<file path="src/pad_input_cfg.svh">
// Widths, button indices, controller type codes and register map; include where needed
`ifndef PAD_INPUT_CFG_SVH
`define PAD_INPUT_CFG_SVH

// ==============================
// Widths
// ==============================
`define PAD_BITS        12
`define LLAPI_BTN_BITS  32
`define LLAPI_TYPE_BITS 8
`define CFG_ADDR_BITS   2
`define CFG_DATA_BITS   8

// ==============================
// Controller types and buttons
// ==============================
// Saturn pads get their own L/R and select layout
`define SATURN_TYPE_A 8'd3
`define SATURN_TYPE_B 8'd8
// Unknown or absent controller
`define TYPE_EMPTY_LO 8'd0
`define TYPE_EMPTY_HI 8'd255
// Raw indices of the OSD combination
`define BTN_DOWN  26
`define BTN_START 5
`define BTN_FIRST 0

// ==============================
// Register map
// ==============================
`define CFG_ADDR_CTRL   2'd0
`define CTRL_SWAP_BIT   0
`define CTRL_SELECT_BIT 1

`endif

</file>
<file path="src/pad_input_pkg.sv">
// Typedefs of the pad input design, referenced by scoped name from RTL and testbench
`include "pad_input_cfg.svh"

package pad_input_pkg;

	// Console pad word, MSB first
	// start, select, R, L, Y, X, B, A, then d-pad up, down, left, right
	typedef logic [`PAD_BITS-1:0] pad_word_t;

	// Raw adapter report, one bit per HID button id minus one
	typedef logic [`LLAPI_BTN_BITS-1:0] llapi_buttons_t;

	// Controller type reported by the adapter
	typedef logic [`LLAPI_TYPE_BITS-1:0] llapi_type_t;

	// ==============================
	// Configuration bus
	// ==============================
	typedef logic [`CFG_ADDR_BITS-1:0] cfg_addr_t;
	typedef logic [`CFG_DATA_BITS-1:0] cfg_data_t;

endpackage

</file>
<file path="src/llapi_pad_if.sv">
// One adapter link: raw report in from the top, decoded pad out to the slot router
`timescale 1ns/1ps

interface llapi_pad_if;

	// Raw report, driven from top-level ports
	pad_input_pkg::llapi_buttons_t buttons;
	pad_input_pkg::llapi_type_t    ctrl_type;
	logic                          link_en;

	// Decoded result
	pad_input_pkg::pad_word_t pad;
	logic                     present;
	logic                     osd_hit;

	modport decoder (
		input  buttons,
		input  ctrl_type,
		input  link_en,
		output pad,
		output present,
		output osd_hit
	);

	// Router sees only the decoded side
	modport router (
		input pad,
		input present,
		input osd_hit
	);

endinterface

</file>
<file path="src/pad_cfg_regs.sv">
// Control register with write strobe and readback; drives the swap and adapter-select levels
`timescale 1ns/1ps
`include "pad_input_cfg.svh"

module pad_cfg_regs (
	input  logic                     clk_sys,
	input  logic                     reset,
	input  logic                     cfg_wr,
	input  pad_input_pkg::cfg_addr_t cfg_addr,
	input  pad_input_pkg::cfg_data_t cfg_wdata,
	output pad_input_pkg::cfg_data_t cfg_rdata,
	output logic                     swap,
	output logic                     llapi_select
);

	pad_input_pkg::cfg_data_t ctrl_reg;

	// ==============================
	// Write side
	// ==============================
	always_ff @(posedge clk_sys) begin
		if (reset) begin
			ctrl_reg <= '0;
		end else if (cfg_wr && (cfg_addr == `CFG_ADDR_CTRL)) begin
			ctrl_reg <= cfg_wdata;
		end
	end

	// ==============================
	// Readback
	// ==============================
	// Same-cycle read, unmapped addresses return zero
	always_comb begin
		cfg_rdata = '0;
		if (cfg_addr == `CFG_ADDR_CTRL) begin
			cfg_rdata = ctrl_reg;
		end
	end

	// Control bits out to router and decoders
	assign swap         = ctrl_reg[`CTRL_SWAP_BIT];
	assign llapi_select = ctrl_reg[`CTRL_SELECT_BIT];

	// Write strobe must be driven once out of reset
	a_cfg_wr_known: assert property (
		@(posedge clk_sys) disable iff (reset)
		!$isunknown(cfg_wr)
	) else $error("cfg_wr is unknown");

endmodule

</file>
<file path="src/llapi_pad_decode.sv">
// Per-link adapter decode: button mapping, controller presence and OSD combination
`timescale 1ns/1ps
`include "pad_input_cfg.svh"

module llapi_pad_decode (
	input  logic         clk_sys,
	input  logic         reset,
	input  logic         llapi_select,
	llapi_pad_if.decoder link
);

	pad_input_pkg::llapi_buttons_t btn;
	pad_input_pkg::pad_word_t      mapped;
	logic                          pressed;
	logic                          type_known;
	logic                          saturn;

	assign btn = link.buttons;

	// ==============================
	// Button mapping
	// ==============================
	assign saturn = (link.ctrl_type == `SATURN_TYPE_A) ||
		(link.ctrl_type == `SATURN_TYPE_B);

	always_comb begin
		// Start, face buttons and d-pad sit at the same raw ids for every type
		mapped[11] = btn[`BTN_START];
		mapped[7]  = btn[2];
		mapped[6]  = btn[3];
		mapped[5]  = btn[`BTN_FIRST];
		mapped[4]  = btn[1];
		mapped[3]  = btn[27];
		mapped[2]  = btn[`BTN_DOWN];
		mapped[1]  = btn[25];
		mapped[0]  = btn[24];
		if (saturn) begin
			// Saturn has no select, so Z stands in
			mapped[10] = btn[6];
			// Either right shoulder counts as R
			mapped[9]  = btn[9] | btn[7];
			mapped[8]  = btn[8];
		end else begin
			mapped[10] = btn[4];
			mapped[9]  = btn[7];
			mapped[8]  = btn[6];
		end
	end

	assign link.pad = mapped;

	// ==============================
	// Presence detection
	// ==============================
	// Type 0 may be a plain pad or nothing at all; wait for a press to tell
	always_ff @(posedge clk_sys) begin
		if (reset) begin
			pressed <= 1'b0;
		end else if (|btn) begin
			pressed <= 1'b1;
		end
	end

	assign type_known = (link.ctrl_type != `TYPE_EMPTY_LO) &&
		(link.ctrl_type != `TYPE_EMPTY_HI);

	assign link.present = link.link_en && llapi_select && (type_known || pressed);

	// OSD request works even while the adapter is deselected
	assign link.osd_hit = btn[`BTN_DOWN] & btn[`BTN_START] & btn[`BTN_FIRST];

	// A claimed slot is kept while enable, type and select hold
	a_present_holds: assert property (
		@(posedge clk_sys) disable iff (reset)
		$past(link.present) && $stable(link.link_en) && $stable(link.ctrl_type) &&
			$stable(llapi_select) |-> link.present
	) else $error("present dropped with unchanged link inputs");

endmodule

</file>
<file path="src/player_slot_router.sv">
// Assigns adapter and USB pads to player slots, applies the 1/2 swap and registers outputs
`timescale 1ns/1ps

module player_slot_router (
	input  logic                     clk_sys,
	input  logic                     reset,
	input  logic                     swap,
	llapi_pad_if.router              link_a,
	llapi_pad_if.router              link_b,
	input  pad_input_pkg::pad_word_t usb_pad0,
	input  pad_input_pkg::pad_word_t usb_pad1,
	input  pad_input_pkg::pad_word_t usb_pad2,
	input  pad_input_pkg::pad_word_t usb_pad3,
	input  pad_input_pkg::pad_word_t usb_pad4,
	output pad_input_pkg::pad_word_t joy0,
	output pad_input_pkg::pad_word_t joy1,
	output pad_input_pkg::pad_word_t joy2,
	output pad_input_pkg::pad_word_t joy3,
	output pad_input_pkg::pad_word_t joy4,
	output logic                     osd_btn
);

	pad_input_pkg::pad_word_t slot [5];
	pad_input_pkg::pad_word_t player1;
	pad_input_pkg::pad_word_t player2;
	logic                     osd_any;

	// ==============================
	// Slot assignment
	// ==============================
	// USB pads shift down past however many adapter pads are present
	always_comb begin
		if (link_a.present && link_b.present) begin
			slot[0] = link_a.pad;
			slot[1] = link_b.pad;
			slot[2] = usb_pad0;
			slot[3] = usb_pad1;
			slot[4] = usb_pad2;
		end else if (link_a.present || link_b.present) begin
			// usb0 fills whichever of the first two slots is free
			slot[0] = link_a.present ? link_a.pad : usb_pad0;
			slot[1] = link_b.present ? link_b.pad : usb_pad0;
			slot[2] = usb_pad1;
			slot[3] = usb_pad2;
			slot[4] = usb_pad3;
		end else begin
			slot[0] = usb_pad0;
			slot[1] = usb_pad1;
			slot[2] = usb_pad2;
			slot[3] = usb_pad3;
			slot[4] = usb_pad4;
		end
	end

	// Swap only touches players 1 and 2
	assign player1 = swap ? slot[1] : slot[0];
	assign player2 = swap ? slot[0] : slot[1];

	assign osd_any = link_a.osd_hit | link_b.osd_hit;

	// ==============================
	// Output registers
	// ==============================
	always_ff @(posedge clk_sys) begin
		if (reset) begin
			joy0    <= '0;
			joy1    <= '0;
			joy2    <= '0;
			joy3    <= '0;
			joy4    <= '0;
			osd_btn <= 1'b0;
		end else begin
			joy0    <= player1;
			joy1    <= player2;
			joy2    <= slot[2];
			joy3    <= slot[3];
			joy4    <= slot[4];
			osd_btn <= osd_any;
		end
	end

	// OSD request must be clean once both decoders run
	a_osd_btn_known: assert property (
		@(posedge clk_sys) disable iff (reset)
		!$isunknown(osd_btn)
	) else $error("osd_btn is unknown");

endmodule

</file>
<file path="src/pad_input_top.sv">
// Top level of the controller input path: two adapter decoders, config registers, slot router
`timescale 1ns/1ps

module pad_input_top (
	input  logic                          clk_sys,
	input  logic                          reset,
	// Configuration bus
	input  logic                          cfg_wr,
	input  pad_input_pkg::cfg_addr_t      cfg_addr,
	input  pad_input_pkg::cfg_data_t      cfg_wdata,
	output pad_input_pkg::cfg_data_t      cfg_rdata,
	// Adapter link A
	input  pad_input_pkg::llapi_buttons_t llapi_buttons_a,
	input  pad_input_pkg::llapi_type_t    llapi_type_a,
	input  logic                          llapi_en_a,
	// Adapter link B
	input  pad_input_pkg::llapi_buttons_t llapi_buttons_b,
	input  pad_input_pkg::llapi_type_t    llapi_type_b,
	input  logic                          llapi_en_b,
	// USB pads
	input  pad_input_pkg::pad_word_t      usb_pad0,
	input  pad_input_pkg::pad_word_t      usb_pad1,
	input  pad_input_pkg::pad_word_t      usb_pad2,
	input  pad_input_pkg::pad_word_t      usb_pad3,
	input  pad_input_pkg::pad_word_t      usb_pad4,
	// Console side
	output pad_input_pkg::pad_word_t      joy0,
	output pad_input_pkg::pad_word_t      joy1,
	output pad_input_pkg::pad_word_t      joy2,
	output pad_input_pkg::pad_word_t      joy3,
	output pad_input_pkg::pad_word_t      joy4,
	output logic                          osd_btn
);

	logic swap;
	logic llapi_select;

	llapi_pad_if link_a ();
	llapi_pad_if link_b ();

	// Raw reports onto the link interfaces
	assign link_a.buttons   = llapi_buttons_a;
	assign link_a.ctrl_type = llapi_type_a;
	assign link_a.link_en   = llapi_en_a;
	assign link_b.buttons   = llapi_buttons_b;
	assign link_b.ctrl_type = llapi_type_b;
	assign link_b.link_en   = llapi_en_b;

	pad_cfg_regs pad_cfg_regs_inst (
		.clk_sys      (clk_sys),
		.reset        (reset),
		.cfg_wr       (cfg_wr),
		.cfg_addr     (cfg_addr),
		.cfg_wdata    (cfg_wdata),
		.cfg_rdata    (cfg_rdata),
		.swap         (swap),
		.llapi_select (llapi_select)
	);

	llapi_pad_decode llapi_pad_decode_a_inst (
		.clk_sys      (clk_sys),
		.reset        (reset),
		.llapi_select (llapi_select),
		.link         (link_a.decoder)
	);

	llapi_pad_decode llapi_pad_decode_b_inst (
		.clk_sys      (clk_sys),
		.reset        (reset),
		.llapi_select (llapi_select),
		.link         (link_b.decoder)
	);

	player_slot_router player_slot_router_inst (
		.clk_sys  (clk_sys),
		.reset    (reset),
		.swap     (swap),
		.link_a   (link_a.router),
		.link_b   (link_b.router),
		.usb_pad0 (usb_pad0),
		.usb_pad1 (usb_pad1),
		.usb_pad2 (usb_pad2),
		.usb_pad3 (usb_pad3),
		.usb_pad4 (usb_pad4),
		.joy0     (joy0),
		.joy1     (joy1),
		.joy2     (joy2),
		.joy3     (joy3),
		.joy4     (joy4),
		.osd_btn  (osd_btn)
	);

endmodule

</file>
<file path="config.mk">
export PLATFORM = sky130hd
export DESIGN_NAME = pad_input_top
export DESIGN_NICKNAME = d
export VERILOG_FILES = /design/src/pad_input_pkg.sv /design/src/llapi_pad_if.sv /design/src/pad_cfg_regs.sv /design/src/llapi_pad_decode.sv /design/src/player_slot_router.sv /design/src/pad_input_top.sv
export VERILOG_INCLUDE_DIRS = /design/src /design/src/src
export SDC_FILE = /design/constraint.sdc
export NUM_CORES = 1
export LEC_CHECK = 0
export BUFFER_PORTS_ARGS = -buffer_cell sky130_fd_sc_hd__buf_2
export CORE_MARGIN = 10
export CORE_UTILIZATION = 48
export CTS_BUF_LIST = sky130_fd_sc_hd__clkbuf_2 sky130_fd_sc_hd__clkbuf_4 sky130_fd_sc_hd__clkbuf_8
export CTS_CLUSTER_DIAMETER = 120
export CTS_CLUSTER_SIZE = 14
export DETAILED_ROUTE_END_ITERATION = 6
export PLACE_DENSITY = 0.95
export SYNTH_ARGS = -nofsm -noshare
export SYNTH_HDL_FRONTEND = slang
export SYNTH_SLANG_ARGS = --single-unit
export TNS_END_PERCENT = 100
</file>
<file path="constraint.sdc">
create_clock -name clk_sys -period 3.3 [get_ports clk_sys]
set_input_delay 0.165 -clock clk_sys [delete_from_list [all_inputs] [get_ports clk_sys]]
set_output_delay 0.165 -clock clk_sys [all_outputs]
set_load 0.01 [all_outputs]
</file>
**Word level (Yosys, flattened, before mapping)**

Cells that the tools add are included.

- Mux-type cells: 9
- Reductions and logical operators: 18
- Equality and inequality tests: 6
- Bitwise operators: 7

Operators by type and width:

| cell | number |
|---|---|
| two-way mux 60 bit | 2 |
| OR reduction 32 bit | 2 |
| two-way mux 12 bit | 4 |
| == test 8 x 2 -> 1 bit, second input constant | 2 |
| == test 8 x 4 -> 1 bit, second input constant | 2 |
| inequality test 8 bit, second input constant | 2 |
| nonzero test 8 bit | 2 |
| logical AND 1 bit | 8 |
| two-way mux 8 bit | 1 |
| two-way mux 3 bit | 2 |
| logical OR 1 bit | 5 |
| bitwise AND 1 bit | 4 |
| OR 1 bit | 3 |
| zero test 2 bit | 1 |

- Input bits: 155
- Bits in registers: 71

**Logic depth before layout (Yosys ltp)**

- Depth in word-level cells: 8
- Mapped depth: 8

**By module**

A second synthesis with hierarchy kept.

- Cells, all modules: 364
- Area total of the unflattened synthesis: 3570.9 sq um

Modules (own cells, without submodules):

| module | cells each | area an instance (sq um) | sequential area each (sq um) | times used |
|---|---|---|---|---|
| player_slot_router | 244 | 2585.0 | 1221.2 | 1 |
| llapi_pad_decode | 38 | 281.5 | 20.0 | 2 |
| pad_cfg_regs | 44 | 422.9 | 160.2 | 1 |

**Least setup slack after synthesis**

Ideal clock, no wire load.

- Path type: input to register
- Start: input port llapi_type_b[2]
- End: register player_slot_router_inst.joy0[2]
- Buffers on the path: 2
- Data arrival time: 1.772 ns
- Stages on the path: 8
- Path slack: 1.392 ns
- Path through: or3_1 -> buf_2 -> nor4_4 -> o21ba_2 -> nor2_2 -> buf_6 -> a2111oi_4 -> o32ai_1

- Cells in the longest elaborated chain, start to end: 8
- Elaborated cells between the ends (all ways): 11
- Those cells by class: 1 x eq/ne; 4 x mux; 6 x reduce/logical

RTL lines:

| what | line | text |
|---|---|---|
| from (decl) | pad_input_top.sv:18 | `input pad_input_pkg::llapi_type_t llapi_type_b,` |
| inequality test 8 bit (no line) / nonzero test 8 bit (equally long branches) | n/a |  |
| logical AND 1 bit (*) | llapi_pad_decode.sv:64 | `` assign type_known = (link.ctrl_type != `TYPE_EMPTY_LO) && `` |
| logical OR 1 bit (*) | llapi_pad_decode.sv:67 | `assign link.present = link.link_en && llapi_select && (type_known \|\| pressed);` |
| logical AND 1 bit (*) | llapi_pad_decode.sv:67 |  |
| two-way mux 12 bit / logical OR 1 bit (equally long branches) | player_slot_router.sv:42, player_slot_router.sv:39 |  |
| two-way mux 60 bit | player_slot_router.sv:39 | `end else if (link_a.present \|\| link_b.present) begin` |
| two-way mux 60 bit (*) | player_slot_router.sv:33 | `if (link_a.present && link_b.present) begin` |
| two-way mux 12 bit (*) | player_slot_router.sv:56 | `assign player1 = swap ? slot[1] : slot[0];` |
| to (signal assigned) | player_slot_router.sv:73 | `joy0 <= player1;` |
| to (decl) | player_slot_router.sv:15 | `output pad_input_pkg::pad_word_t joy0,` |

Mark *: on every way between the ends. The rest lies on a longest branch, timed or not.
A chain may end at the register's enable or synchronous reset.

**Worst setup path after layout**

- Start: register pad_cfg_regs_inst.ctrl_reg[1]
- End: register player_slot_router_inst.joy1[4]

- Cells in the longest elaborated chain, start to end: 6
- Elaborated cells between the ends (all ways): 11
- Those cells by class: 5 x mux; 6 x reduce/logical

RTL lines:

| what | line | text |
|---|---|---|
| from (decl) | pad_cfg_regs.sv:16 | `pad_input_pkg::cfg_data_t ctrl_reg;` |
| from (signal assigned) | pad_cfg_regs.sv:25 | `ctrl_reg <= cfg_wdata;` |
| logical AND 1 bit (2 in series) | llapi_pad_decode.sv:67 |  |
| two-way mux 12 bit (tied with other cells) | player_slot_router.sv:42 | `slot[1] = link_b.present ? link_b.pad : usb_pad0;` |
| two-way mux 60 bit | player_slot_router.sv:39 |  |
| two-way mux 60 bit (*) | player_slot_router.sv:33 |  |
| two-way mux 12 bit (*) | player_slot_router.sv:57 | `assign player2 = swap ? slot[0] : slot[1];` |
| to (signal assigned) | player_slot_router.sv:74 | `joy1 <= player2;` |
| to (decl) | player_slot_router.sv:16 | `output pad_input_pkg::pad_word_t joy1,` |

Marks and branches as above.

==> metrics.md <==
| Metric | Value |
|---|---|
| Layout filler cell count | around 620 |
| Post-CTS Hold Fix Bufs | 0 |
| Worst-Skew Late Latency | between 0.3 and 0.4 ns |
| Root buf cell | clkbuf_8 |
| Port Buffers | 223 |
| Buffer count from post-CTS setup fixing | 0 |
| Arrival @ worst endpoint | 2.35 ns |
| Row cnt | 32 |
| Clock Tree Buf Depth | 2 |
| Crit. End Element | flip-flop |
| Ys flop type | dfxtp_1 |
| Via density | 6.10 |
| First-pass GRT wire length | between 20000 and 25000 microns |
| Comb pwr share | 17.9% |
| Initial antenna violation count | 1 |
| Fin. Hold Viols | 0 |
| Fin crit period | approximately 2.1 ns |
| Part of the Yosys area used for sequential elements | roughly two fifths |
| Synthesized-area fraction occupied by adder cells | 0% |
| CTS tree | built |
| Number of diodes | 0 |
| Crit path cell chain | nand2_1 > nor2_2 > a2111oi_4 > o32ai_1 |
| Clk pin slew, worst setup/hold paths | 0.08 ns |
| HP Start | cfg_wdata[5] |
| WL/cell | 21.2 microns |
| Avg Inst Size Synth | between 9 and 10 sq um |
| Clock sinks | slightly above 70 |
| Placed Area | a little under 0.005 sq mm |
| Total of max-cap violations | 0 |
| Int Power | roughly 0.0016 W |
| Largest net degree at the start of global routing | 52 |
| Drt first pass iters | 5 |
| P per Cell Area | around 420 mW/mm^2 |
| H-Tree Level Count | 3 |
| Die W | roughly 110 microns |
| Cts repair resizes | 0 |
| Slowest cell on the critical path | nor2_2 |
| Req. time, crit path | 3.52 ns |
| Synth Area in Compound Gates | about 36% |
| Switching fraction of total power | between 20% and 30% |
| Multiplexer area fraction after synthesis | ~3.3% |
| Worst Tran Pin Value | approximately 1.1 ns |
| Area grow syn2layout | 38.2% |
| Cts bufs inserted | 9 |
| Post-synth EDFFs | 0 |
| WS Path Type | reg -> reg |
| Non-Filler Instances | about 740 |
| Initial Util | 48.8% |
| XOR/XNOR share of the synthesized area | 0% |
| Power after layout | 0.00218 W |
| Worst path max stage delay | between 0.8 and 0.9 ns |
| Mapped Area | approximately 0.0037 sq mm |
| Syn Inst Count | just over 400 |
| Launch point of the worst path | pad_cfg_regs_inst.ctrl_reg[1]$_SDFFE_PP0P_ |
| Setup TNS | 0 ns |
| Synth async-reset ratio | 0% |
| Simple-gate share of the synthesized area | a little under a fifth |
| DIE AREA | ~0.012 sq mm |
| #FFs+latches synth | 71 |
| Peak supply drop | approximately 0.25 mV |
| Sequential share of power | 42.6% |
| Net Count, Synth | between 500 and 600 |
| RSZ-0062 raised after global routing | no |
| Worst setup margin | 1.17 ns |
| Vias in the first global route | 4439 |
| Pleak | approximately 2.3 nW |
| Worst Clk Skew | between 0.008 and 0.009 ns |
| Slew margin rel. | between 20% and 30% |
| Post-route clock period utilization | roughly 65% |
| Final Cell Area | 0.00516 sq mm |
| Sw Pwr | roughly 0.00055 W |
| Via count | approximately 4.5k |
| Nets | roughly 780 |
| HP Class | in -> reg |
| GR Overflow Total | 0 |
| Final Max Slew Viols | 0 |
| Chip Height | about 110 microns |
| Core area | ~0.0076 sq mm |
| Gr usage total | approximately a quarter |
| Status | complete, no violations |
| Critical path fanouts, max | 14 |
| Placed insts | 719 |
| Final Wtd Congestion | ~0.96 |
| Yosys Warn Count | 0 |
| Largest family of logic cells by synthesized area | compound AO/OA/AOI/OAI gates |
| DP Worst Slack | just over 0.9 ns |
| Startpoint Class | flip-flop |
| Fraction of layout cells with a size suffix above 1 | 43.0% |
| Setup Viol. Count Final | 0 |
| Drt drc | 0 |
| Detailed Route Iter0 Violations | between 400 and 500 |
| Routed Antenna Nets | 0 |
| Clock Power Share | around two fifths |
| Hpwl dp | between 10000 and 15000 microns |
| Synth unique cells | 47 |
| Wirelength, routed | roughly 16000 microns |
| Fmax | ~470 MHz |
| Ports | around 220 |
| RR Startpoint | pad_cfg_regs_inst.ctrl_reg[1]$_SDFFE_PP0P_ |
==> logic make-up after synthesis <==
logic type / count (synthesis)
AND/OR/NAND/NOR: 121
buffers and inverters: 32
AO/OA/AOI/OAI: 178
multiplexers: 12
flip-flops: 71
==> metrics by stage <==
step	hold WS, ns	util (%)
after floorplan	0.301	-
after global placement	0.409	64.2
after detailed placement	0.414	64.2
after CTS	0.0474	67.5
after global routing	0.0664	67.5
final	0.0635	67.5
==> layer usage <==
layer	wire length (microns)	global-route usage (%)	vias to the layer above
met5	7	0	-
met4	522	11.8	2
met3	2020	9.58	47
met2	7400	40.5	314
met1	5650	28.4	2062
li1	-	-	2056
==> power groups by stage <==
stage	Clock [W]	Combinational (W)	Sequential (W)
global route	0.000907	0.000423	0.000934
floorplan	0	0.000146	0.000973
global placement	0	0.000374	0.000949
detailed placement	0	0.000387	0.000949
CTS	0.000879	0.000389	0.000930
finish	0.000863	0.000391	0.000930
==> placed cells by master, fill, tap and decap left out, types with 17 or more instances in the layout <==
cell type    n
a21oi_1     50
a22oi_1     36
o32ai_1     21
o21ai_0     28
buf_2      223
nor4_1      17
nor2_1      18
dfxtp_1     71
nand2_1     24
==> synth_stat cells (3+ instances only) <==
library cell	count	area [sq um]
dfxtp_1	71	1420
a21oi_1	50	250
a22oi_1	36	270
o21ai_0	28	140
nand2_1	24	90.1
o32ai_1	21	184
clkbuf_1	19	71.3
nor2_1	18	67.6
nor4_1	17	106
and3_1	11	68.8
mux2i_1	11	110
nor3b_1	11	82.6
o21ai_1	11	55.1
and2_1	10	62.6
a2111oi_4	6	165
buf_2	6	30.0
nand4_1	6	37.5
nand3_1	5	25.0
a2111oi_2	4	60.1
a221oi_1	4	35.0
buf_6	4	45.0
a211oi_1	3	22.5
inv_1	3	11.3
nor3_1	3	15.0
or4_1	3	22.5
==> worst max-delay path: cells and delay by family, from the launching register on <==
| kind | cells | cell delay [ns] |
|---|---|---|
| flip-flops | 1 | 0.41 |
| AO/OA/AOI/OAI | 2 | 0.51 |
| AND/OR/NAND/NOR | 2 | 1.08 |
==> area by class of cell <==
cell class / instances / area (sq um) / area share [%]
multi-input cells: 311 / 2160 / 41.9
flip-flops and latches: 71 / 1420 / 27.5
repair buffers: 232 / 1180 / 22.9
clock buffers: 11 / 151 / 2.93
well taps: 102 / 128 / 2.47
clock inverters: 5 / 104 / 2.01
inverters: 3 / 11.3 / 0.218
==> path summary, 6_finish.rpt <==
kind	endpoint	slack [ns]	cells after the start
setup / recovery	player_slot_router_inst.joy1[4]$_SDFF_PP0_	1.17	4
hold / removal	pad_cfg_regs_inst.ctrl_reg[5]$_SDFFE_PP0P_	0.06	3
setup reg to reg	player_slot_router_inst.joy1[4]$_SDFF_PP0_	1.17	4
hold reg to reg	pad_cfg_regs_inst.ctrl_reg[5]$_SDFFE_PP0P_	0.45	2
No activity file was read; power rests on OpenSTA's default activity.
